===== src/isaPkg.sv =====
package isaPkg;

    localparam int DATA_WIDTH      = 16;
    localparam int IMM_WIDTH       = 8;
    localparam int SHORT_IMM_WIDTH = 5;   // imm field of the I-format group

    typedef enum logic [4:0] {
        OP_HALT  = 5'b00000,
        OP_NOP   = 5'b00001,
        OP_ADDI  = 5'b01000,
        OP_SUBI  = 5'b01001,
        OP_XORI  = 5'b01010,
        OP_ANDNI = 5'b01011,
        OP_BLTZ  = 5'b01110,
        OP_BGEZ  = 5'b01111,
        OP_ST    = 5'b10000,
        OP_LD    = 5'b10001,
        OP_SLBI  = 5'b10010,
        OP_STU   = 5'b10011,
        OP_ROLI  = 5'b10100,
        OP_SLLI  = 5'b10101,
        OP_RORI  = 5'b10110,
        OP_SRLI  = 5'b10111,
        OP_LBI   = 5'b11000,
        OP_BTR   = 5'b11001,
        OP_SHIFT = 5'b11010,   // rol, sll, ror, srl
        OP_ARITH = 5'b11011,   // add, sub, xor, andn
        OP_SEQ   = 5'b11100,
        OP_SLT   = 5'b11101,
        OP_SLE   = 5'b11110,
        OP_SCO   = 5'b11111
    } opcode_t;

    typedef logic [1:0] funct_t;

    // same two bits mean different things per group
    localparam funct_t FN_ADD  = 2'b00;
    localparam funct_t FN_SUB  = 2'b01;
    localparam funct_t FN_XOR  = 2'b10;
    localparam funct_t FN_ANDN = 2'b11;
    localparam funct_t FN_ROL  = 2'b00;
    localparam funct_t FN_SLL  = 2'b01;
    localparam funct_t FN_ROR  = 2'b10;
    localparam funct_t FN_SRL  = 2'b11;

endpackage


===== src/execPkg.sv =====
package execPkg;

    typedef enum logic [2:0] {
        ALU_ROL = 3'd0,
        ALU_SLL = 3'd1,
        ALU_ROR = 3'd2,
        ALU_SRL = 3'd3,
        ALU_ADD = 3'd4,
        ALU_OR  = 3'd5,
        ALU_XOR = 3'd6,
        ALU_AND = 3'd7
    } aluOp_t;

    typedef enum logic [3:0] {
        RES_ALU, RES_SEQ, RES_SLT, RES_SLE, RES_SCO, RES_BTR,
        RES_BLTZ, RES_BGEZ, RES_NONE,
        RES_STORE              // alu value, no writeback
    } resultSel_t;

    typedef struct packed {
        logic       invA;
        logic       invB;
        logic       sign;      // signed overflow detect
        logic       cin;
        aluOp_t     op;
        resultSel_t resultSel;
    } aluCtrl_t;

    typedef struct packed {
        logic                            valid;
        isaPkg::opcode_t                 opcode;
        isaPkg::funct_t                  funct;
        logic [isaPkg::DATA_WIDTH-1:0]   rs;
        logic [isaPkg::DATA_WIDTH-1:0]   rt;
        logic [isaPkg::IMM_WIDTH-1:0]    imm;
    } execReq_t;

    typedef struct packed {
        logic                            valid;
        logic                            writeEn;
        logic [isaPkg::DATA_WIDTH-1:0]   value;
        logic                            isBranch;
        logic                            branchTaken;
    } execResult_t;

endpackage


===== src/aluControl.sv =====
module aluControl (
    input  isaPkg::opcode_t    opcode,
    input  isaPkg::funct_t     funct,
    output execPkg::aluCtrl_t  ctrl
);
    import isaPkg::*;
    import execPkg::*;

    always_comb begin
        ctrl.invA      = 1'b0;
        ctrl.invB      = 1'b0;
        ctrl.sign      = 1'b0;
        ctrl.cin       = 1'b0;
        ctrl.op        = ALU_ROL;
        ctrl.resultSel = RES_NONE;   // halt, nop and anything unknown

        case (opcode)
            OP_ADDI: begin
                ctrl.sign      = 1'b1;
                ctrl.op        = ALU_ADD;
                ctrl.resultSel = RES_ALU;
            end
            OP_SUBI: begin
                ctrl.invA      = 1'b1;   // imm - rs
                ctrl.cin       = 1'b1;
                ctrl.op        = ALU_ADD;
                ctrl.resultSel = RES_ALU;
            end
            OP_XORI: begin
                ctrl.op        = ALU_XOR;
                ctrl.resultSel = RES_ALU;
            end
            OP_ANDNI: begin
                ctrl.invB      = 1'b1;
                ctrl.op        = ALU_AND;
                ctrl.resultSel = RES_ALU;
            end
            OP_ROLI, OP_SLLI, OP_RORI, OP_SRLI: begin
                ctrl.op        = aluOp_t'({1'b0, opcode[1:0]});   // low bits give the mode
                ctrl.resultSel = RES_ALU;
            end
            OP_ST: begin
                ctrl.op        = ALU_ADD;
                ctrl.resultSel = RES_STORE;
            end
            OP_LD, OP_STU, OP_LBI: begin
                ctrl.op        = ALU_ADD;
                ctrl.resultSel = RES_ALU;
            end
            OP_SLBI: begin
                ctrl.op        = ALU_OR;
                ctrl.resultSel = RES_ALU;
            end
            OP_BTR: begin
                ctrl.op        = ALU_ADD;
                ctrl.resultSel = RES_BTR;
            end
            OP_ARITH: begin
                ctrl.resultSel = RES_ALU;
                case (funct)
                    FN_ADD:  ctrl.op = ALU_ADD;
                    FN_SUB: begin
                        ctrl.invA = 1'b1;
                        ctrl.cin  = 1'b1;
                        ctrl.op   = ALU_ADD;
                    end
                    FN_XOR:  ctrl.op = ALU_XOR;
                    default: begin   // andn
                        ctrl.invB = 1'b1;
                        ctrl.op   = ALU_AND;
                    end
                endcase
            end
            OP_SHIFT: begin
                ctrl.resultSel = RES_ALU;
                case (funct)
                    FN_ROL:  ctrl.op = ALU_ROL;
                    FN_SLL:  ctrl.op = ALU_SLL;
                    FN_ROR:  ctrl.op = ALU_ROR;
                    default: ctrl.op = ALU_SRL;
                endcase
            end
            OP_SEQ, OP_SLT, OP_SLE, OP_BLTZ, OP_BGEZ: begin
                ctrl.sign = 1'b1;
                ctrl.invB = 1'b1;   // rs - rt
                ctrl.cin  = 1'b1;
                ctrl.op   = ALU_ADD;
                case (opcode)
                    OP_SEQ:  ctrl.resultSel = RES_SEQ;
                    OP_SLT:  ctrl.resultSel = RES_SLT;
                    OP_SLE:  ctrl.resultSel = RES_SLE;
                    OP_BLTZ: ctrl.resultSel = RES_BLTZ;
                    default: ctrl.resultSel = RES_BGEZ;
                endcase
            end
            OP_SCO: begin
                ctrl.op        = ALU_ADD;
                ctrl.resultSel = RES_SCO;
            end
            default: ;
        endcase
    end

    // adder would otherwise compute -(a + b) - 2
    invNotBoth: assert final (!(ctrl.invA && ctrl.invB))
        else $error("aluControl: invA and invB both set for opcode %b", opcode);

endmodule


===== src/operandSelect.sv =====
module operandSelect (
    input  isaPkg::opcode_t                 opcode,
    input  logic [isaPkg::DATA_WIDTH-1:0]   rs,
    input  logic [isaPkg::DATA_WIDTH-1:0]   rt,
    input  logic [isaPkg::IMM_WIDTH-1:0]    imm,
    output logic [isaPkg::DATA_WIDTH-1:0]   opA,
    output logic [isaPkg::DATA_WIDTH-1:0]   opB
);
    import isaPkg::*;

    logic [DATA_WIDTH-1:0] shortSext, shortZext, longSext, longZext;

    assign shortSext = {{(DATA_WIDTH-SHORT_IMM_WIDTH){imm[SHORT_IMM_WIDTH-1]}},
                        imm[SHORT_IMM_WIDTH-1:0]};
    assign shortZext = {{(DATA_WIDTH-SHORT_IMM_WIDTH){1'b0}}, imm[SHORT_IMM_WIDTH-1:0]};
    assign longSext  = {{(DATA_WIDTH-IMM_WIDTH){imm[IMM_WIDTH-1]}}, imm};
    assign longZext  = {{(DATA_WIDTH-IMM_WIDTH){1'b0}}, imm};

    always_comb begin
        opA = rs;
        opB = rt;
        case (opcode)
            OP_XORI, OP_ANDNI: opB = shortZext;   // logic ops zero-extend
            OP_ADDI, OP_SUBI, OP_ROLI, OP_SLLI, OP_RORI, OP_SRLI,
            OP_ST, OP_LD, OP_STU: opB = shortSext;
            OP_LBI: begin
                opA = '0;
                opB = longSext;
            end
            OP_SLBI: begin
                opA = {rs[DATA_WIDTH-IMM_WIDTH-1:0], {IMM_WIDTH{1'b0}}};
                opB = longZext;   // or'ed into the low byte
            end
            OP_BLTZ, OP_BGEZ: opB = '0;   // compare rs against zero
            default: ;
        endcase
    end

endmodule


===== src/shifter.sv =====
module shifter (
    input  logic [isaPkg::DATA_WIDTH-1:0]   data,
    input  logic [3:0]                      amount,
    input  logic [1:0]                      mode,     // rol, sll, ror, srl
    output logic [isaPkg::DATA_WIDTH-1:0]   shifted
);
    import isaPkg::*;

    logic [DATA_WIDTH-1:0] stage [0:4];

    assign stage[0] = data;

    for (genvar k = 0; k < 4; k++) begin : gStage
        localparam int SH = 1 << k;   // 1, 2, 4, 8
        logic [DATA_WIDTH-1:0] moved;

        always_comb begin
            case (mode)
                2'd0:    moved = {stage[k][DATA_WIDTH-1-SH:0], stage[k][DATA_WIDTH-1:DATA_WIDTH-SH]};
                2'd1:    moved = {stage[k][DATA_WIDTH-1-SH:0], {SH{1'b0}}};
                2'd2:    moved = {stage[k][SH-1:0], stage[k][DATA_WIDTH-1:SH]};
                default: moved = {{SH{1'b0}}, stage[k][DATA_WIDTH-1:SH]};
            endcase
        end

        assign stage[k+1] = amount[k] ? moved : stage[k];
    end

    assign shifted = stage[4];

endmodule


===== src/aluCore.sv =====
module aluCore (
    input  logic [isaPkg::DATA_WIDTH-1:0]   opA,
    input  logic [isaPkg::DATA_WIDTH-1:0]   opB,
    input  execPkg::aluCtrl_t               ctrl,
    output logic [isaPkg::DATA_WIDTH-1:0]   aluOut,
    output logic                            carryOut,
    output logic                            overflow,
    output logic                            zero,
    output logic                            negative
);
    import isaPkg::*;
    import execPkg::*;

    logic [DATA_WIDTH-1:0] a, b, sum, shiftOut;

    assign a = ctrl.invA ? ~opA : opA;
    assign b = ctrl.invB ? ~opB : opB;

    assign {carryOut, sum} = {1'b0, a} + {1'b0, b} + {{DATA_WIDTH{1'b0}}, ctrl.cin};

    // operands agree in sign but the sum does not
    assign overflow = ctrl.sign & (a[DATA_WIDTH-1] == b[DATA_WIDTH-1])
                    & (sum[DATA_WIDTH-1] != a[DATA_WIDTH-1]);

    shifter i_shifter (
        .data    (opA),
        .amount  (opB[3:0]),
        .mode    (ctrl.op[1:0]),   // shift ops occupy codes 0 to 3
        .shifted (shiftOut)
    );

    always_comb begin
        case (ctrl.op)
            ALU_ADD: aluOut = sum;
            ALU_OR:  aluOut = a | b;
            ALU_XOR: aluOut = a ^ b;
            ALU_AND: aluOut = a & b;
            default: aluOut = shiftOut;
        endcase
    end

    assign zero     = (aluOut == '0);
    assign negative = aluOut[DATA_WIDTH-1];

    // control must not leave a carry-in on shift decodes
    shiftNoCin: assert final (ctrl.op inside {ALU_ADD, ALU_OR, ALU_XOR, ALU_AND} || !ctrl.cin)
        else $error("aluCore: carry-in set on shift op %s", ctrl.op.name());

endmodule


===== src/resultStage.sv =====
module resultStage (
    input  logic                            clk,
    input  logic                            reset,
    input  logic                            valid,
    input  logic [isaPkg::DATA_WIDTH-1:0]   rs,
    input  execPkg::resultSel_t             resultSel,
    input  logic [isaPkg::DATA_WIDTH-1:0]   aluOut,
    input  logic                            carryOut,
    input  logic                            overflow,
    input  logic                            zero,
    input  logic                            negative,
    output execPkg::execResult_t            result
);
    import isaPkg::*;
    import execPkg::*;

    logic [DATA_WIDTH-1:0] reversed, nextValue, valueQ;
    logic lessThan, nextWriteEn, nextIsBranch, nextTaken;
    logic validQ, writeEnQ, isBranchQ, takenQ;

    assign lessThan = negative ^ overflow;   // signed rs < rt

    always_comb begin
        for (int i = 0; i < DATA_WIDTH; i++) begin
            reversed[i] = rs[DATA_WIDTH-1-i];
        end
    end

    always_comb begin
        nextValue    = aluOut;
        nextWriteEn  = 1'b1;
        nextIsBranch = 1'b0;
        nextTaken    = 1'b0;
        case (resultSel)
            RES_ALU:   ;
            RES_SEQ:   nextValue = {{(DATA_WIDTH-1){1'b0}}, zero};
            RES_SLT:   nextValue = {{(DATA_WIDTH-1){1'b0}}, lessThan};
            RES_SLE:   nextValue = {{(DATA_WIDTH-1){1'b0}}, lessThan | zero};
            RES_SCO:   nextValue = {{(DATA_WIDTH-1){1'b0}}, carryOut};
            RES_BTR:   nextValue = reversed;
            RES_STORE: nextWriteEn = 1'b0;   // value carries the address
            RES_BLTZ, RES_BGEZ: begin
                nextValue    = '0;
                nextWriteEn  = 1'b0;
                nextIsBranch = 1'b1;
                nextTaken    = (resultSel == RES_BLTZ) ? negative : ~negative;
            end
            default: begin   // nop, halt, unknown
                nextValue   = '0;
                nextWriteEn = 1'b0;
            end
        endcase
    end

    always_ff @(posedge clk) begin
        if (reset) begin
            validQ    <= 1'b0;
            writeEnQ  <= 1'b0;
            isBranchQ <= 1'b0;
            takenQ    <= 1'b0;
        end else begin
            validQ    <= valid;
            writeEnQ  <= valid & nextWriteEn;
            isBranchQ <= valid & nextIsBranch;
            takenQ    <= valid & nextTaken;
        end
    end

    always_ff @(posedge clk) begin
        valueQ <= nextValue;
    end

    assign result = '{valid: validQ, writeEn: writeEnQ, value: valueQ,
                      isBranch: isBranchQ, branchTaken: takenQ};

    branchNoWrite: assert property (@(posedge clk) disable iff (reset)
        !(result.isBranch && result.writeEn))
        else $error("resultStage: branch result also requests a register write");

endmodule


===== src/executeUnit.sv =====
module executeUnit (
    input  logic                  clk,
    input  logic                  reset,
    input  execPkg::execReq_t     req,
    output execPkg::execResult_t  result
);
    import isaPkg::*;
    import execPkg::*;

    aluCtrl_t              ctrl;
    logic [DATA_WIDTH-1:0] opA, opB, aluOut;
    logic                  carryOut, overflow, zero, negative;

    aluControl i_aluControl (
        .opcode (req.opcode),
        .funct  (req.funct),
        .ctrl   (ctrl)
    );

    operandSelect i_operandSelect (
        .opcode (req.opcode),
        .rs     (req.rs),
        .rt     (req.rt),
        .imm    (req.imm),
        .opA    (opA),
        .opB    (opB)
    );

    aluCore i_aluCore (
        .opA      (opA),
        .opB      (opB),
        .ctrl     (ctrl),
        .aluOut   (aluOut),
        .carryOut (carryOut),
        .overflow (overflow),
        .zero     (zero),
        .negative (negative)
    );

    resultStage i_resultStage (
        .clk       (clk),
        .reset     (reset),
        .valid     (req.valid),
        .rs        (req.rs),   // btr works on the raw register
        .resultSel (ctrl.resultSel),
        .aluOut    (aluOut),
        .carryOut  (carryOut),
        .overflow  (overflow),
        .zero      (zero),
        .negative  (negative),
        .result    (result)
    );

endmodule


===== config.mk =====
export PLATFORM = sky130hd
export DESIGN_NAME = executeUnit
export DESIGN_NICKNAME = d
export VERILOG_FILES = /design/src/isaPkg.sv /design/src/execPkg.sv /design/src/aluControl.sv /design/src/operandSelect.sv /design/src/shifter.sv /design/src/aluCore.sv /design/src/resultStage.sv /design/src/executeUnit.sv
export SDC_FILE = /design/constraint.sdc
export NUM_CORES = 1
export LEC_CHECK = 0
export BUFFER_PORTS_ARGS = -buffer_cell sky130_fd_sc_hd__buf_4
export CORE_ASPECT_RATIO = 1.5
export CORE_MARGIN = 2
export CORE_UTILIZATION = 60
export DETAILED_ROUTE_END_ITERATION = 7
export GPL_TIMING_DRIVEN = 0
export PLACE_DENSITY = 0.89
export REMOVE_ABC_BUFFERS = 1
export SLEW_MARGIN = 25
export SYNTH_ARGS = -nofsm -noshare
export SYNTH_HDL_FRONTEND = slang
export SYNTH_SLANG_ARGS = --single-unit

===== constraint.sdc =====
create_clock -name clk -period 5.9 [get_ports clk]
set_clock_uncertainty 0.05 [all_clocks]
set_input_delay 0.59 -clock clk [delete_from_list [all_inputs] [get_ports clk]]
set_output_delay 0.59 -clock clk [all_outputs]
set_load 0.02 [all_outputs]

==> summary.md <==
| Metric | Value |
|---|---|
| Cell mode on critical path | `fa_1` |
| Core Util, Final | `68.6%` |
| Vias after detailed routing | `7259` |
| Fin area | `6060 um^2` |
| Status | `finished, violations left` |
| Drt pass-1 iters | `8` |
| Cell Area, Synth | `5450 um^2` |
| #FFs+latches synth | `20` |
| Clock Path Buffers | `2` |
| DIE WIDTH | `81.8 um` |
| Slowest-stage cell, CP | `and3_2` |
| Number of port buffers | `69` |
| H-tree depth | `1` |
| Crit path cell chain | `buf_4 -> nor2b_2 -> and3_2 -> xnor2_1 -> fa_1 -> inv_1 -> fa_1 -> nor2b_1 -> o31a_1 -> o21a_1 -> o21ai_0 -> a211oi_1 -> nor3b_1 -> o31ai_1 -> o221ai_1 -> nor4_1 -> nand4b_1 -> o41ai_2` |
| Fin crit share | `96.6%` |
| Iter 0 DRT Violations | `1285` |
| Design Power | `1.30 mW` |
| First-pass GRT wire length | `37300 um` |
| Largest net degree at the start of global routing | `50` |
| Root buffer cell | `clkbuf_16` |
| Worst Hold Class | `primary input to flop` |
| Final hold viol count | `0` |
| Post-Synthesis Cells | `795` |
| Count of flip-flops with a built-in enable after synthesis | `0` |
| Main synth FF type | `dfxtp_1` |
| Minimum clock period | `5.70 ns` |
| Relative slew slack | `33.7%` |
| Hold Path Stages | `2` |
| TritonCTS clock tree | `yes` |
| Final worst slack | `0.201 ns` |
| Largest cells by area after synthesis | `dfxtp_1 7.3%, ha_1 7.3%, xnor2_1 5.9%, o21ai_0 5.4%, a21oi_1 4.8%` |
| CP peak stage delay | `0.66 ns` |
| Pwr dens | `215 nW/um^2` |
| Starting Density | `61.8%` |
| Placement Setup Slack | `-0.523 ns` |
| Placed cell area | `5890 um^2` |
| Vias in the first global route | `6716` |
| DRC Markers | `8` |
| RSZ-0062 raised after global routing | `no` |
| Failing checks | `DRC` |
| RD Place Congestion | `1.16` |
| Most common cell after layout, fill and taps aside | `buf_4` |
| Hold Path End | `i_resultStage.valueQ[6]$_DFF_P_` |
| Final HPWL DP | `17900 um` |
| N_diodes | `0` |
| GRT Util Overall | `49.2%` |
| Worst Setup Start Kind | `primary input` |
| Vias per inst | `7.92` |
| Count of cell types in the netlist | `91` |
| Final setup vio count | `0` |
| I/O pins | `70` |
| Share of cells above drive strength 1 | `15.6%` |
| Die area | `9880 um^2` |
| Commonest non-fill, non-tap cells in the layout | `74 x buf_4, 68 x nand2_1, 58 x o21ai_0, 52 x nor2_1, 51 x a21oi_1` |
| Setup crit end kind | `flop` |
| Nets@finish | `892` |
| Fmax | `0.175 GHz` |
| GRT overflow | `0` |
| Yosys top cell by area | `dfxtp_1` |
| Clock transition at path regs | `0.05 ns` |
| Async SR Flop Fraction | `0%` |
| Mean Syn Cell Area | `6.86 um^2` |
| Leak pwr | `2.49 nW` |
| CP required | `5.99 ns` |
| Max cap viols | `0` |
| CORE AREA | `8830 um^2` |
| ANT nets after route | `0` |
| Max-slew violations | `0` |
| FP Rows | `42` |
| Register area share after synthesis | `7.34%` |
| Antenna violations before repair | `0` |
| Post-Route WL | `24400 um` |
| Warnings from Yosys | `0` |
| Actual slew at the worst max-slew pin | `0.995 ns` |
| Dpl cells | `909` |
| Hold-fix buffers, CTS | `0` |
| Clock sink count | `20` |
| CTS buffer count | `3` |
| Synth top area share | `7.34%` |
| Chip Height | `121 um` |
| CP Max Fanout | `23` |
| P&R area growth vs syn | `11.1%` |
| Crit Path Class | `primary input to flop` |
| Routed WL per cell | `26.7 um` |
| Layout Cells excl Fill | `916` |
| Arrival @ worst endpoint | `5.79 ns` |
| Hold wc startpoint | `req[33]` |
| VDD IR max | `265 uV` |
==> final cells by class <==
| class | instances | area [um^2] |
|---|---|---|
| flip-flops and latches | 20 | 400 |
| fillers | 737 | 2770 |
| well taps | 110 | 138 |
| clock buffers | 3 | 75.1 |
| multi-input cells | 659 | 4630 |
| repair buffers | 80 | 646 |
| inverters | 44 | 165 |
==> worst max-delay path, delay by kind of cell <==
kind	cells	cell delay [ns]
buf+inv	2	0.34
compound gates	7	1.84
simple gates	6	2.03
fa+ha+maj	2	0.71
xor+xnor	1	0.26
==> worst max path at each step <==
stage                       start                         endpoint  depth (start not counted)  slack, ns
final                     req[45]  i_resultStage.valueQ[0]$_DFF_P_                         18       0.20
after global routing      req[46]  i_resultStage.valueQ[0]$_DFF_P_                         17      0.009
after CTS                 req[43]  i_resultStage.valueQ[0]$_DFF_P_                         19       0.05
after detailed placement  req[43]  i_resultStage.valueQ[0]$_DFF_P_                         19      -0.52
after global placement    req[43]  i_resultStage.valueQ[0]$_DFF_P_                         19      -1.11
after floorplan           req[44]  i_resultStage.valueQ[0]$_DFF_P_                         18       0.68
==> Yosys cell counts (all sizes together) (4+ instances only) <==
library cell  count
or2               4
nor4              5
o211ai           19
o31ai             9
nor2b             5
a211oi           20
dfxtp            20
o22ai            12
ha               32
inv              44
mux2i             8
o2bb2ai           4
nand2            70
a22oi             7
nor3             17
a311oi            6
xnor2            37
buf              37
o311ai            4
nand3            33
nor2             56
a211o             6
o32ai             5
o221ai            8
or3               7
nand4             7
o21ai            62
a21o              7
nand2b           11
a31oi            20
a32oi             4
and2              8
xor2             10
o2111ai           5
a22o             15
clkbuf           35
a21oi            52
a221oi           11
a221o             5
o21a             17
o311a             4
a2111oi           4
==> metrics by stage <==
step	TNS, ns	hold slack, ns
floorplan	0	0.649
global placement	-5.59	0.771
detailed placement	-0.734	0.780
CTS	0	0.529
global route	0	0.536
finish	0	0.531
==> flip-flops by register name, summed over array words and instances (netlist names) <==
signal,cells
i_resultStage.takenQ,1
i_resultStage.writeEnQ,1
i_resultStage.validQ,1
i_resultStage.isBranchQ,1
i_resultStage.valueQ,16
==> layer usage <==
layer	wire length, um	vias up	GRT usage [%]
li1	-	3038	-
met1	8240	3239	56.5
met2	10200	706	72.2
met3	3310	276	18.9
met4	2670	0	36.8
met5	0	-	0
==> report_power, final <==
part	internal [mW]	switching [mW]
combinational	0.367	0.632
clock	0.0892	0.0457
sequential	0.162	0.00745
total	0.618	0.685
==> logic make-up (layout without fill, tap and decap cells) <==
family / after synthesis / in the layout / synth area share [%]
AO/OA/AOI/OAI: 328 / 328 / 44.1
XOR/XNOR: 47 / 47 / 7.55
adder cells (fa/ha/maj): 34 / 34 / 8.08
buffers and inverters: 116 / 127 / 9.43
flip-flops: 20 / 20 / 7.34
multiplexers: 9 / 9 / 1.68
AND/OR/NAND/NOR: 241 / 241 / 21.8
==> repair_timing <==
item	CTS	global route
endpoints found under the hold margin	0	0
pin swaps	1	1
setup buffers	1	3
resized for setup	2	5
endpoints found under the setup margin	1	1
Note: power is estimated with default switching activity, not from simulation.
